--- src/lsuPkg.sv ---
// load/store unit package: cache geometry, address views and the shared request structs
`default_nettype none

package lsuPkg;

    // cache geometry
    localparam int numWays = 2;
    localparam int numSets = 8;
    localparam int lineWords = 4;
    localparam int offsetBits = 4;
    localparam int indexBits = 3;
    localparam int tagBits = 25;

    typedef struct packed {
        logic [tagBits-1:0] tag;
        logic [indexBits-1:0] index;
        logic [offsetBits-1:0] offset;
    } addrSplit_t;

    // the same address word seen as a plain byte address or as tag/index/offset
    typedef union packed {
        logic [31:0] raw;
        addrSplit_t split;
    } cacheAddr_t;

    typedef logic [lineWords*32-1:0] lineData_t;
    typedef logic [$clog2(numWays)-1:0] wayIdx_t;

    // core request
    typedef struct packed {
        logic valid;
        logic isStore;
        cacheAddr_t addr;
        logic [31:0] wdata;
        logic [3:0] wmask;
        logic pad;
    } lsuOp_t;

    // fail means the op missed and has to be retried by the core
    typedef struct packed {
        logic valid;
        logic fail;
        logic isStore;
        cacheAddr_t addr;
        logic [31:0] data;
    } lsuResult_t;

    typedef enum logic [1:0] {
        MEMC_NONE,
        MEMC_FILL,
        MEMC_REPLACE,
        MEMC_WRITEBACK
    } memCmd_e;

    // one whole line per transfer
    typedef struct packed {
        memCmd_e cmd;
        logic [31:0] readAddr;
        logic [31:0] writeAddr;
        lineData_t wline;
    } memReq_t;

    // valid requests a miss, hit marks a store hit in way
    typedef struct packed {
        logic valid;
        logic hit;
        wayIdx_t way;
        cacheAddr_t addr;
    } missInfo_t;

endpackage

`default_nettype wire
--- src/loadStoreUnit.sv ---
// load/store unit top with a 2-way set-associative data cache and blocking misses
`timescale 1ns/1ns
`default_nettype none

module loadStoreUnit (
    input wire logic clk,
    input wire logic rst,

    input wire lsuPkg::lsuOp_t op,
    output logic stall,
    output lsuPkg::lsuResult_t result,

    input wire logic flush,
    output logic busy,

    output lsuPkg::memReq_t memReq,
    output logic req,
    input wire logic ack,
    input wire lsuPkg::lineData_t rline
);
    import lsuPkg::*;

    logic [indexBits-1:0] rdIndex;
    logic [indexBits-1:0] walkIndex;
    logic [numWays-1:0] rdValid;
    logic [numWays-1:0][tagBits-1:0] rdTag;
    lineData_t [numWays-1:0] rdLine;

    logic stWe;
    logic [indexBits-1:0] stIndex;
    wayIdx_t stWay;
    logic [$clog2(lineWords)-1:0] stWord;
    logic [31:0] stData;
    logic [3:0] stMask;

    logic tagWe;
    logic [indexBits-1:0] tagIndex;
    wayIdx_t tagWay;
    logic [tagBits-1:0] tagTag;
    logic tagValid;

    logic fillWe;
    logic [indexBits-1:0] fillIndex;
    wayIdx_t fillWay;
    lineData_t fillLine;

    missInfo_t pipeMiss;
    wayIdx_t victimWay;
    logic hold;
    logic pipeEmpty;

    cacheTagTable tagTable0 (
        .clk(clk), .rst(rst),
        .rdIndex(rdIndex), .rdValid(rdValid), .rdTag(rdTag),
        .we(tagWe), .wrIndex(tagIndex), .wrWay(tagWay), .wrTag(tagTag), .wrValid(tagValid)
    );

    cacheDataArray dataArray0 (
        .clk(clk),
        .rdIndex(rdIndex), .rdLine(rdLine),
        .stWe(stWe), .stIndex(stIndex), .stWay(stWay), .stWord(stWord),
        .stData(stData), .stMask(stMask),
        .fillWe(fillWe), .fillIndex(fillIndex), .fillWay(fillWay), .fillLine(fillLine)
    );

    lsuPipeline pipe0 (
        .clk(clk), .rst(rst),
        .op(op), .hold(hold), .stall(stall), .result(result), .empty(pipeEmpty),
        .rdIndex(rdIndex), .walkIndex(walkIndex),
        .rdValid(rdValid), .rdTag(rdTag), .rdLine(rdLine),
        .stWe(stWe), .stIndex(stIndex), .stWay(stWay), .stWord(stWord),
        .stData(stData), .stMask(stMask),
        .miss(pipeMiss), .victimWay(victimWay)
    );

    missHandler missHandler0 (
        .clk(clk), .rst(rst), .flush(flush),
        .miss(pipeMiss), .storeHit(pipeMiss.hit), .storeHitWay(pipeMiss.way),
        .pipeEmpty(pipeEmpty),
        .tagWe(tagWe), .tagIndex(tagIndex), .tagWay(tagWay), .tagTag(tagTag),
        .tagValid(tagValid),
        .fillWe(fillWe), .fillIndex(fillIndex), .fillWay(fillWay), .fillLine(fillLine),
        .victimWay(victimWay), .hold(hold), .busy(busy),
        .walkIndex(walkIndex), .rdValid(rdValid), .rdTag(rdTag), .rdLine(rdLine),
        .memReq(memReq), .req(req), .ack(ack), .rline(rline)
    );

endmodule

`default_nettype wire

--- src/missHandler.sv ---
// miss handler: victim choice, dirty bits, memory handshake, flush walk and invalidate
`timescale 1ns/1ns
`default_nettype none

module missHandler (
    input wire logic clk,
    input wire logic rst,
    input wire logic flush,

    input wire lsuPkg::missInfo_t miss,
    input wire logic storeHit,
    input wire lsuPkg::wayIdx_t storeHitWay,
    input wire logic pipeEmpty,

    output logic tagWe,
    output logic [lsuPkg::indexBits-1:0] tagIndex,
    output lsuPkg::wayIdx_t tagWay,
    output logic [lsuPkg::tagBits-1:0] tagTag,
    output logic tagValid,

    output logic fillWe,
    output logic [lsuPkg::indexBits-1:0] fillIndex,
    output lsuPkg::wayIdx_t fillWay,
    output lsuPkg::lineData_t fillLine,

    output lsuPkg::wayIdx_t victimWay,
    output logic hold,
    output logic busy,

    // victim and walk reads share the array read port
    output logic [lsuPkg::indexBits-1:0] walkIndex,
    input wire logic [lsuPkg::numWays-1:0] rdValid,
    input wire logic [lsuPkg::numWays-1:0][lsuPkg::tagBits-1:0] rdTag,
    input wire lsuPkg::lineData_t [lsuPkg::numWays-1:0] rdLine,

    output lsuPkg::memReq_t memReq,
    output logic req,
    input wire logic ack,
    input wire lsuPkg::lineData_t rline
);
    import lsuPkg::*;

    typedef enum logic [2:0] {
        IDLE,
        REQ,
        RELEASE,
        WALK_READ,
        WALK_CHECK,
        SWEEP
    } state_e;

    state_e state;
    logic flushQueued;
    logic [indexBits-1:0] cntSet;
    wayIdx_t cntWay;
    logic [numWays-1:0][numSets-1:0] dirty;
    wayIdx_t reqWay;
    logic [indexBits-1:0] reqSet;
    logic ackFill;
    cacheAddr_t fillAddr;

    assign fillAddr = memReq.readAddr;
    assign ackFill = state == REQ && ack && memReq.cmd != MEMC_WRITEBACK;

    // tag writes come from the fill or the invalidate sweep
    assign tagWe = ackFill || state == SWEEP;
    assign tagIndex = (state == SWEEP) ? cntSet : reqSet;
    assign tagWay = (state == SWEEP) ? cntWay : reqWay;
    assign tagTag = fillAddr.split.tag;
    assign tagValid = state != SWEEP;

    assign fillWe = ackFill;
    assign fillIndex = reqSet;
    assign fillWay = reqWay;
    assign fillLine = rline;

    assign busy = state != IDLE || flushQueued;
    assign hold = busy || flush;
    assign walkIndex = cntSet;

    always_ff @(posedge clk) begin
        if (rst) begin
            state <= SWEEP;
            flushQueued <= 1'b0;
            {cntSet, cntWay} <= '0;
            victimWay <= '0;
            dirty <= '0;
            req <= 1'b0;
            memReq.cmd <= MEMC_NONE;
        end else begin
            if (flush)
                flushQueued <= 1'b1;
            if (storeHit)
                dirty[storeHitWay][miss.addr.split.index] <= 1'b1;

            case (state)
                IDLE: begin
                    if (miss.valid) begin
                        victimWay <= victimWay + 1'b1;
                        reqWay <= miss.way;
                        reqSet <= miss.addr.split.index;
                        // only a dirty valid victim goes back to memory
                        if (rdValid[miss.way] && dirty[miss.way][miss.addr.split.index])
                            memReq.cmd <= MEMC_REPLACE;
                        else
                            memReq.cmd <= MEMC_FILL;
                        memReq.readAddr <= {miss.addr.raw[31:offsetBits], {offsetBits{1'b0}}};
                        memReq.writeAddr <= {rdTag[miss.way], miss.addr.split.index,
                                             {offsetBits{1'b0}}};
                        memReq.wline <= rdLine[miss.way];
                        req <= 1'b1;
                        state <= REQ;
                    end else if (flushQueued && pipeEmpty) begin
                        flushQueued <= 1'b0;
                        {cntSet, cntWay} <= '0;
                        state <= WALK_READ;
                    end
                end
                WALK_READ: begin
                    state <= WALK_CHECK;
                end
                WALK_CHECK: begin
                    if (rdValid[cntWay] && dirty[cntWay][cntSet]) begin
                        memReq.cmd <= MEMC_WRITEBACK;
                        memReq.readAddr <= '0;
                        memReq.writeAddr <= {rdTag[cntWay], cntSet, {offsetBits{1'b0}}};
                        memReq.wline <= rdLine[cntWay];
                        reqWay <= cntWay;
                        reqSet <= cntSet;
                        req <= 1'b1;
                        state <= REQ;
                    end else begin
                        {cntSet, cntWay} <= {cntSet, cntWay} + 1'b1;
                        if (&{cntSet, cntWay})
                            state <= SWEEP;
                        else if (cntWay == wayIdx_t'(numWays - 1))
                            state <= WALK_READ;
                    end
                end
                REQ: begin
                    if (ack) begin
                        req <= 1'b0;
                        dirty[reqWay][reqSet] <= 1'b0;
                        state <= RELEASE;
                    end
                end
                RELEASE: begin
                    // the walk rechecks the same way, which is clean by now
                    if (!ack) begin
                        memReq.cmd <= MEMC_NONE;
                        state <= (memReq.cmd == MEMC_WRITEBACK) ? WALK_CHECK : IDLE;
                    end
                end
                SWEEP: begin
                    dirty[cntWay][cntSet] <= 1'b0;
                    {cntSet, cntWay} <= {cntSet, cntWay} + 1'b1;
                    if (&{cntSet, cntWay})
                        state <= IDLE;
                end
                default: state <= IDLE;
            endcase
        end
    end

endmodule

`default_nettype wire

--- src/lsuPipeline.sv ---
// two-stage op pipeline: accept and read, then tag compare, hit merge and fail report
`timescale 1ns/1ns
`default_nettype none

module lsuPipeline (
    input wire logic clk,
    input wire logic rst,

    input wire lsuPkg::lsuOp_t op,
    input wire logic hold,
    output logic stall,
    output lsuPkg::lsuResult_t result,
    output logic empty,

    // read side of both arrays
    output logic [lsuPkg::indexBits-1:0] rdIndex,
    input wire logic [lsuPkg::indexBits-1:0] walkIndex,
    input wire logic [lsuPkg::numWays-1:0] rdValid,
    input wire logic [lsuPkg::numWays-1:0][lsuPkg::tagBits-1:0] rdTag,
    input wire lsuPkg::lineData_t [lsuPkg::numWays-1:0] rdLine,

    // store write into the data array
    output logic stWe,
    output logic [lsuPkg::indexBits-1:0] stIndex,
    output lsuPkg::wayIdx_t stWay,
    output logic [$clog2(lsuPkg::lineWords)-1:0] stWord,
    output logic [31:0] stData,
    output logic [3:0] stMask,

    output lsuPkg::missInfo_t miss,
    input wire lsuPkg::wayIdx_t victimWay
);
    import lsuPkg::*;

    lsuOp_t s0;
    lsuOp_t s1;
    lsuResult_t s1Result;
    logic hit;
    wayIdx_t hitWay;
    logic s1Miss;
    logic storeOk;
    logic [$clog2(lineWords)-1:0] wordSel;

    always_ff @(posedge clk) begin
        s0 <= op;
        s1 <= s0;
        result <= s1Result;
        if (rst) begin
            s0.valid <= 1'b0;
            s1.valid <= 1'b0;
            result.valid <= 1'b0;
        end else begin
            s0.valid <= op.valid && !stall;
        end
    end

    // the flush walk borrows the read port while the pipeline is idle
    assign rdIndex = s0.valid ? s0.addr.split.index : walkIndex;
    assign empty = !s0.valid && !s1.valid;

    // tag compare in stage 1
    always_comb begin
        hit = 1'b0;
        hitWay = '0;
        for (int w = 0; w < numWays; w++) begin
            if (rdValid[w] && rdTag[w] == s1.addr.split.tag) begin
                hit = 1'b1;
                hitWay = wayIdx_t'(w);
            end
        end
    end

    assign wordSel = s1.addr.raw[offsetBits-1:2];
    assign s1Miss = s1.valid && !hit;
    // stores wait out a busy miss handler, the victim line may be in flight
    assign storeOk = s1.valid && s1.isStore && hit && !hold;

    always_comb begin
        s1Result.valid = s1.valid;
        s1Result.fail = !hit || (s1.isStore && hold);
        s1Result.isStore = s1.isStore;
        s1Result.addr = s1.addr;
        if (s1.isStore)
            s1Result.data = s1.wdata;
        else
            s1Result.data = rdLine[hitWay][wordSel*32 +: 32];
    end

    assign stWe = storeOk;
    assign stIndex = s1.addr.split.index;
    assign stWay = hitWay;
    assign stWord = wordSel;
    assign stData = s1.wdata;
    assign stMask = s1.wmask;

    // a miss seen while the handler is busy only fails
    assign miss.valid = s1Miss && !hold;
    assign miss.hit = storeOk;
    assign miss.way = hit ? hitWay : victimWay;
    assign miss.addr = s1.addr;

    assign stall = hold || s1Miss;

endmodule

`default_nettype wire

--- src/cacheDataArray.sv ---
// cache line storage with synchronous read, byte-masked store write and line fill
`timescale 1ns/1ns
`default_nettype none

module cacheDataArray (
    input wire logic clk,

    input wire logic [lsuPkg::indexBits-1:0] rdIndex,
    output lsuPkg::lineData_t [lsuPkg::numWays-1:0] rdLine,

    input wire logic stWe,
    input wire logic [lsuPkg::indexBits-1:0] stIndex,
    input wire lsuPkg::wayIdx_t stWay,
    input wire logic [$clog2(lsuPkg::lineWords)-1:0] stWord,
    input wire logic [31:0] stData,
    input wire logic [3:0] stMask,

    input wire logic fillWe,
    input wire logic [lsuPkg::indexBits-1:0] fillIndex,
    input wire lsuPkg::wayIdx_t fillWay,
    input wire lsuPkg::lineData_t fillLine
);
    import lsuPkg::*;

    lineData_t lines [numWays][numSets];
    lineData_t stLine;
    logic stDo;

    // stored line with the masked bytes merged in
    always_comb begin
        stLine = lines[stWay][stIndex];
        for (int b = 0; b < 4; b++) begin
            if (stMask[b])
                stLine[stWord*32 + b*8 +: 8] = stData[b*8 +: 8];
        end
    end

    assign stDo = stWe && !fillWe;

    always_ff @(posedge clk) begin
        if (fillWe)
            lines[fillWay][fillIndex] <= fillLine;
        else if (stWe)
            lines[stWay][stIndex] <= stLine;

        // a store to the line being read is forwarded, so a following load sees it
        for (int w = 0; w < numWays; w++) begin
            if (stDo && stWay == wayIdx_t'(w) && stIndex == rdIndex)
                rdLine[w] <= stLine;
            else
                rdLine[w] <= lines[w][rdIndex];
        end
    end

endmodule

`default_nettype wire

--- src/cacheTagTable.sv ---
// tag table holding tag and valid per set and way, read one cycle after the index
`timescale 1ns/1ns
`default_nettype none

module cacheTagTable (
    input wire logic clk,
    input wire logic rst,

    input wire logic [lsuPkg::indexBits-1:0] rdIndex,
    output logic [lsuPkg::numWays-1:0] rdValid,
    output logic [lsuPkg::numWays-1:0][lsuPkg::tagBits-1:0] rdTag,

    input wire logic we,
    input wire logic [lsuPkg::indexBits-1:0] wrIndex,
    input wire lsuPkg::wayIdx_t wrWay,
    input wire logic [lsuPkg::tagBits-1:0] wrTag,
    input wire logic wrValid
);
    import lsuPkg::*;

    logic [tagBits-1:0] tags [numWays][numSets];
    logic [numSets-1:0] valids [numWays];

    // no writes land while reset is held
    always_ff @(posedge clk) begin
        if (we && !rst) begin
            tags[wrWay][wrIndex] <= wrTag;
            valids[wrWay][wrIndex] <= wrValid;
        end
    end

    // all ways are read in parallel for the compare
    always_ff @(posedge clk) begin
        for (int w = 0; w < numWays; w++) begin
            rdValid[w] <= valids[w][rdIndex];
            rdTag[w] <= tags[w][rdIndex];
        end
    end

endmodule

`default_nettype wire

--- config.mk ---
export PLATFORM = sky130hd
export DESIGN_NAME = loadStoreUnit
export DESIGN_NICKNAME = d
export VERILOG_FILES = /design/src/lsuPkg.sv /design/src/loadStoreUnit.sv /design/src/missHandler.sv /design/src/lsuPipeline.sv /design/src/cacheDataArray.sv /design/src/cacheTagTable.sv
export SDC_FILE = /design/constraint.sdc
export NUM_CORES = 2
export LEC_CHECK = 0
export BUFFER_PORTS_ARGS = -buffer_cell sky130_fd_sc_hd__buf_2
export CELL_PAD_IN_SITES_DETAIL_PLACEMENT = 0
export CELL_PAD_IN_SITES_GLOBAL_PLACEMENT = 1
export CORE_ASPECT_RATIO = 1.2
export CORE_MARGIN = 2
export CORE_UTILIZATION = 30
export CTS_CLUSTER_DIAMETER = 40
export DETAILED_ROUTE_END_ITERATION = 8
export PLACE_DENSITY_LB_ADDON = 0.15
export SYNTH_ARGS = -nofsm -noshare
export SYNTH_HDL_FRONTEND = slang
export SYNTH_HIERARCHICAL = 1
export SYNTH_SLANG_ARGS = --single-unit
--- constraint.sdc ---
create_clock -name clk -period 63 [get_ports clk]
set_clock_uncertainty 0.2 [all_clocks]
set_input_delay 0 -clock clk [delete_from_list [all_inputs] [get_ports clk]]
set_output_delay 0 -clock clk [all_outputs]
set_load 0.01 [all_outputs]
Word level (Yosys, flattened, before mapping)
Memory sizes are Yosys's and may differ from the RTL's.
Index checks and enable logic that the tools add are counted.
- bits in registers: 739
- RAM bits: 2464
- input bits: 203
- output and inout port bits: 264
- logic and storage cells: 299
- memories: 3
- add/subtract/negate cells: 9
- order comparisons: 23
- equal/unequal tests: 21
- shift-type cells: 9
- muxes and demuxes: 132
- bitwise gates (word level): 11
- reduce and logical (&&, ||, !) cells: 57
- memories (memory ; words ; width ; read ports ; clocked after Yosys merged registers in ; wr ports ; RTL line ; RTL):
    dataArray0.lines ; 2 ; 1024 ; 3 ; 0 ; 1 ; cacheDataArray.sv:25 ; lineData_t lines [numWays][numSets];
    tagTable0.tags ; 2 ; 200 ; 2 ; 0 ; 1 ; cacheTagTable.sv:21 ; logic [tagBits-1:0] tags [numWays][numSets];
    tagTable0.valids ; 2 ; 8 ; 2 ; 0 ; 1 ; cacheTagTable.sv:22 ; logic [numSets-1:0] valids [numWays];
- operator list (operator ; count):
    1024-bit 2-to-1 mux ; 4
    128-bit 2-to-1 mux ; 20
    128-bit binary-select mux with 3-bit select ; 3
    1024-bit OR reduction ; 1
    128-bit demux with 3-bit select ; 2
    128-bit bitwise mux ; 4
    8-bit by 34-bit variable shift with 128-bit output, first input constant ; 4
    8-bit by 34-bit indexed part select with 128-bit output ; 4
    194-bit 2-to-1 mux ; 2
    192-bit case mux with 2 select lines ; 1
    25-bit 2-to-1 mux ; 9
    200-bit 2-to-1 mux ; 1
    25-bit binary-select mux with 3-bit select ; 2
    128-bit by 8-bit indexed part select with 32-bit output ; 1
    32-bit negation with 34-bit output ; 3
    25-bit demux with 3-bit select ; 1
    8-bit 2-to-1 mux ; 8
    25-bit equality test ; 2
    16-bit 2-to-1 mux ; 3
    3-bit 2-to-1 mux ; 16
    1-bit 2-to-1 mux ; 34
    7-bit negation with 34-bit output ; 1
    16-bit bitwise AND ; 2
    32-bit 2-to-1 mux ; 1
    other kinds (44) ; 133

Logic depth before layout (Yosys ltp)
An unclocked memory read counts as a cell.
- word-level depth: 16
- mapped depth: 16
- depth with buffers taken out: 12

By module
Netlist, hierarchy kept.
- by module, submodules not included (module ; times used ; cells an instance ; area an instance (sq um) ; seq. area each (sq um)):
    cacheDataArray ; 1 ; 6366 ; 104546.5 ; 66623.9
    cacheTagTable ; 1 ; 677 ; 16804.9 ; 13533.0
    missHandler ; 1 ; 820 ; 10913.0 ; 6115.9
    lsuPipeline ; 1 ; 630 ; 7622.3 ; 4144.0

Least setup slack after synthesis
OpenSTA, ideal clock, no wires.
- path type: register to register
- from: register pipe0.s1, in the netlist pipe0/miss[13]
- to: register, netlist name missHandler0/fillAddr[10]
- setup time: 1182 ps
- arrival time: 19177 ps
- data required time: 61618 ps
- setup slack: 42440 ps
- stages on the path, launching flop included: 10
- buffers on the path: 2
- period minus slack after synthesis: 20560 ps
- cells stage by stage: dfxtp_1 > xor2_1 > nor4_1 > nand3_1 > buf_2 > buf_4 > nand2_2 > nor3b_1 > mux2i_1 > nor4_1
- RTL lines (element ; RTL line ; RTL):
    start: declaration ; lsuPipeline.sv:36 ; lsuOp_t s1;

Final worst setup path
- from: register pipe0.s1, in the netlist pipe0/miss[30]
- to: memory dataArray0/lines[0][153] in the netlist's numbering, enable pin
- word-level cells in the longest chain between the ends: 11
- elaborated cells on any way between the ends: 15
- those cells by class: eq/ne: 2; mux: 8; reduce/logical: 5
- ends and longest elaborated chain (element ; RTL line ; RTL):
    25-bit equality test ; lsuPipeline.sv:66 ; if (rdValid[w] && rdTag[w] == s1.addr.split.tag) begin
    1-bit logical AND ; lsuPipeline.sv:66 ;
    1-bit 2-to-1 mux ; lsuPipeline.sv:66 ;
    1-bit 2-to-1 mux * ; lsuPipeline.sv:66 ;
    1-bit logical AND * (2 in a row) ; lsuPipeline.sv:76 ; assign storeOk = s1.valid && s1.isStore && hit && !hold;
    named net stWe ; loadStoreUnit.sv:29 ; logic stWe;
    1-bit 2-to-1 mux * ; cacheDataArray.sv:43 ; else if (stWe)
    1-bit 2-to-1 mux * ; cacheDataArray.sv:41 ; if (fillWe)
    1024-bit 2-to-1 mux (not written as such) * ; cacheDataArray.sv:44 ; lines[stWay][stIndex] <= stLine;
    1024-bit OR reduction (no source line) ; -- ;
    1-bit 2-to-1 mux (no source line) / 1024-bit 2-to-1 mux (equally long branches) ; -- ;
    end: declaration ; cacheDataArray.sv:25 ;
Mark *: on every way through the listed nets, which the timed path passes. The rest lies on a longest branch.

==> summary.txt <==
Timing
  – Slew @ Worst Pin: 1.336 ns
  – Setup TNS: 0 ns
  – Max-slew violation count: 0
  – Final setup vio count: 0
  – Tmin final: roughly 8.8 ns
  – Worst rel slew slack: 10.92%
  – Fin crit share: 14.00%
  – Fmax: between 100 and 150 MHz
  – Hold Violations, Final: 0
  – RSZ-0062 raised after global routing: no

Floorplan
  – Die width: about 630 um
  – Full die area: ~470000 sq um
  – Initial Util: a little under a third
  – Num ports: around 470
  – Die Ht: between 700 and 800 um
  – Row count: about 270
  – Placeable core region: 464200 sq um

Clock network
  – Hold buffer count at cts: 452
  – Post-CTS resize count: 0
  – Clock Latency Late Sink: 1.07 ns
  – Setup Fix Bufs, Post-CTS: 0
  – Max H-tree Level: 5
  – Cts bufs inserted: 482
  – Root buf cell: clkbuf_16
  – Clock transition at path regs: 0.06 ns
  – Clock Sinks: 3192
  – CTS tree: done
  – Max clock buf depth: 4

GRT
  – First-pass GRT wire length: around 760000 um
  – GRT Resource Usage Total: 23.51%
  – GRT overflow: 0
  – Largest net degree at the start of global routing: about 110
  – Initial antenna violation count: 63
  – Vias in the first global route: between 90000 and 100k

Pwr
  – Psw: between 0.001 and 0.0015 W
  – Internal Power: between 0.004 and 0.005 W
  – Sw Share: between 20 and 25%
  – Sequential Power Share: a little over two fifths
  – Power Dens Cells: 32.57 nW/um^2
  – Clock group share of total power: about 50%
  – Cell leakage power: ~58 nW
  – Combinational share of power: under 10%
  – VDD IR max: a little over 0.03 mV
  – Tot Pwr: roughly 0.0056 W

Setup path
  – Worst path max stage delay: 0.93 ns
  – Setup CP Type: register to register
  – RR Startpoint: pipe0/miss[30]
  – CP Buf/Inv Count: 4
  – WP depth: 14
  – Endpoint type of the worst setup path: register
  – Setup slack, reg-to-reg: between 50 and 60 ns
  – Most used cell, CP: buf_4
  – Worst Path Required: about 63 ns
  – Reg2reg end: dataArray0/lines[0][153]
  – Critical path's slowest cell: buf_4
  – Worst Setup SP: pipe0/miss[30]
  – Worst path cell trace: xnor2_1, nand4_1, nor4_1, nand3_4, nand2_2, and4b_1, nand2b_4, buf_4, nor2_1, a31oi_1, nor2_4, buf_4, buf_4, buf_4
  – R2R cell count: 14
  – Type of origin of the critical path: register
  – Delay-heaviest family, CP: simple AND/OR/NAND/NOR gates
  – Worst Setup EP: dataArray0/lines[0][153]
  – Max FO, Critical Path: 45
  – CP arrival: between 9 and 10 ns

Layout
  – # fillers: ~44000
  – Layout Nets: between 9000 and 10000
  – Synth-to-layout area growth: 22.07%
  – Share of cells above drive strength 1: 31.26%

Yosys
  – Synthesized area: approximately 140000 sq um
  – Gate Count Post-Synth: between 8000 and 9000
  – Syn_area_per_cell: 16.48 sq um
  – Yosys warns: 6

Min path
  – Worst hold path depth: 4
  – Worst Hold Class: primary input to register

Placement
  – Routability cong.: 0.8229
  – Hpwl dp: about 340000 um
  – Port Buffer Count: about 460

Drt
  – WL/cell: ~35 um
  – Pre-Repair DR Iteration Count: 6
  – # DRC: 0
  – Vias/cell: 5.427
  – WL final: approximately 570000 um
  – Via count: roughly 90000
  – DRT iter0 DRCs: between 8000 and 9000
  – Antenna violation net count after detailed routing: 0

Run status
  – Status: finished, final reports clean

Job
  – Max-Cap Viols: 0
==> layout make-up <==
| cell class | count | area, sq um | area share [%] |
|---|---|---|---|
| sequential | 3192 | 90450 | 52.98 |
| multi-input combinational | 4452 | 45300 | 26.53 |
| clock buffer | 561 | 12720 | 7.448 |
| timing repair buffer | 1304 | 10000 | 5.858 |
| tap | 6210 | 7770 | 4.551 |
| clock inverter | 358 | 4367 | 2.558 |
| antenna | 28 | 70.07 | 0.04104 |
| inverter | 13 | 56.30 | 0.03298 |
==> metrics by stage <==
| step | hold WS, ns | cells | util, % | cell area, sq um | setup WS (ns) |
|---|---|---|---|---|---|
| global placement | -0.09546 | 14719 | 32.11 | 149000 | 54.02 |
| floorplan | -0.1723 | 8496 | - | 139900 | 42.44 |
| CTS | 0.005862 | 16090 | 36.76 | 170700 | 54.01 |
| detailed placement | -0.09641 | 14719 | 32.11 | 149000 | 54.07 |
| finish | 0.005792 | 16118 | 36.78 | 170700 | 54.18 |
| global route | 0.04713 | 16091 | 36.77 | 170700 | 54.03 |
==> worst min-delay path by stage <==
stage | from | endpoint | slack (ns)
global route | rline[46] | dataArray0/lines[0][686] | 0.05
global placement | op[40] | pipe0/s0[40] | -0.1
detailed placement | op[1] | pipe0/s0[1] | -0.1
finish | rline[68] | dataArray0/lines[0][452] | 0.006
CTS | rline[21] | dataArray0/lines[1][277] | 0.006
floorplan | op[10] | pipe0/s0[10] | -0.17
==> metal layers <==
layer	routed length, um	global-route usage [%]
met3	34920	3.169
met5	57	0
met4	24570	9.527
met1	232200	30.49
met2	275200	39.64
==> power by group through the flow <==
stage / Clock [W] / Sequential, W / Combinational [W]
2_1_floorplan: 0 / 0.00238 / 0.000245
3_3_place_gp: 0 / 0.00239 / 0.000395
3_5_place_dp: 0 / 0.00239 / 0.000394
4_1_cts: 0.00285 / 0.00235 / 0.000418
5_1_grt: 0.00293 / 0.00235 / 0.000436
6_report: 0.00280 / 0.00235 / 0.000414
==> state kept, by name (all words and copies together) (netlist names), 4 cells and up <==
register	cells
pipe0/s0	70
missHandler0/memReq	156
dataArray0/lines	2048
dataArray0/rdLine	256
missHandler0/dirty	16
tagTable0/tags	400
missHandler0/fillAddr	28
pipe0/stMask	4
tagTable0/rdTag	50
pipe0/miss	32
pipe0/stData	32
pipe0/result	67
tagTable0/valids	16
==> cell usage in the layout, fill, tap and decap left out, types with 238 or more instances in the layout <==
cell,count
mux2_2,493
mux4_2,711
o21ai_0,436
buf_4,377
dlygate4sd3_1,452
nand2_1,298
mux2i_1,805
clkbuf_16,488
dfxtp_1,528
edfxtp_1,2649
nor2_1,238
buf_2,457
==> worst reg2reg max path, stage by stage (launching register included) <==
cell	delay [ns]
dfxtp_1	0.36
xnor2_1	0.37
nand4_1	0.28
nor4_1	0.51
nand3_4	0.61
nand2_2	0.46
and4b_1	0.47
nand2b_4	0.53
buf_4	0.63
nor2_1	0.38
a31oi_1	0.24
nor2_4	0.65
buf_4	0.87
buf_4	1.02
buf_4	0.79
No activity file was read; power rests on OpenSTA's default activity.
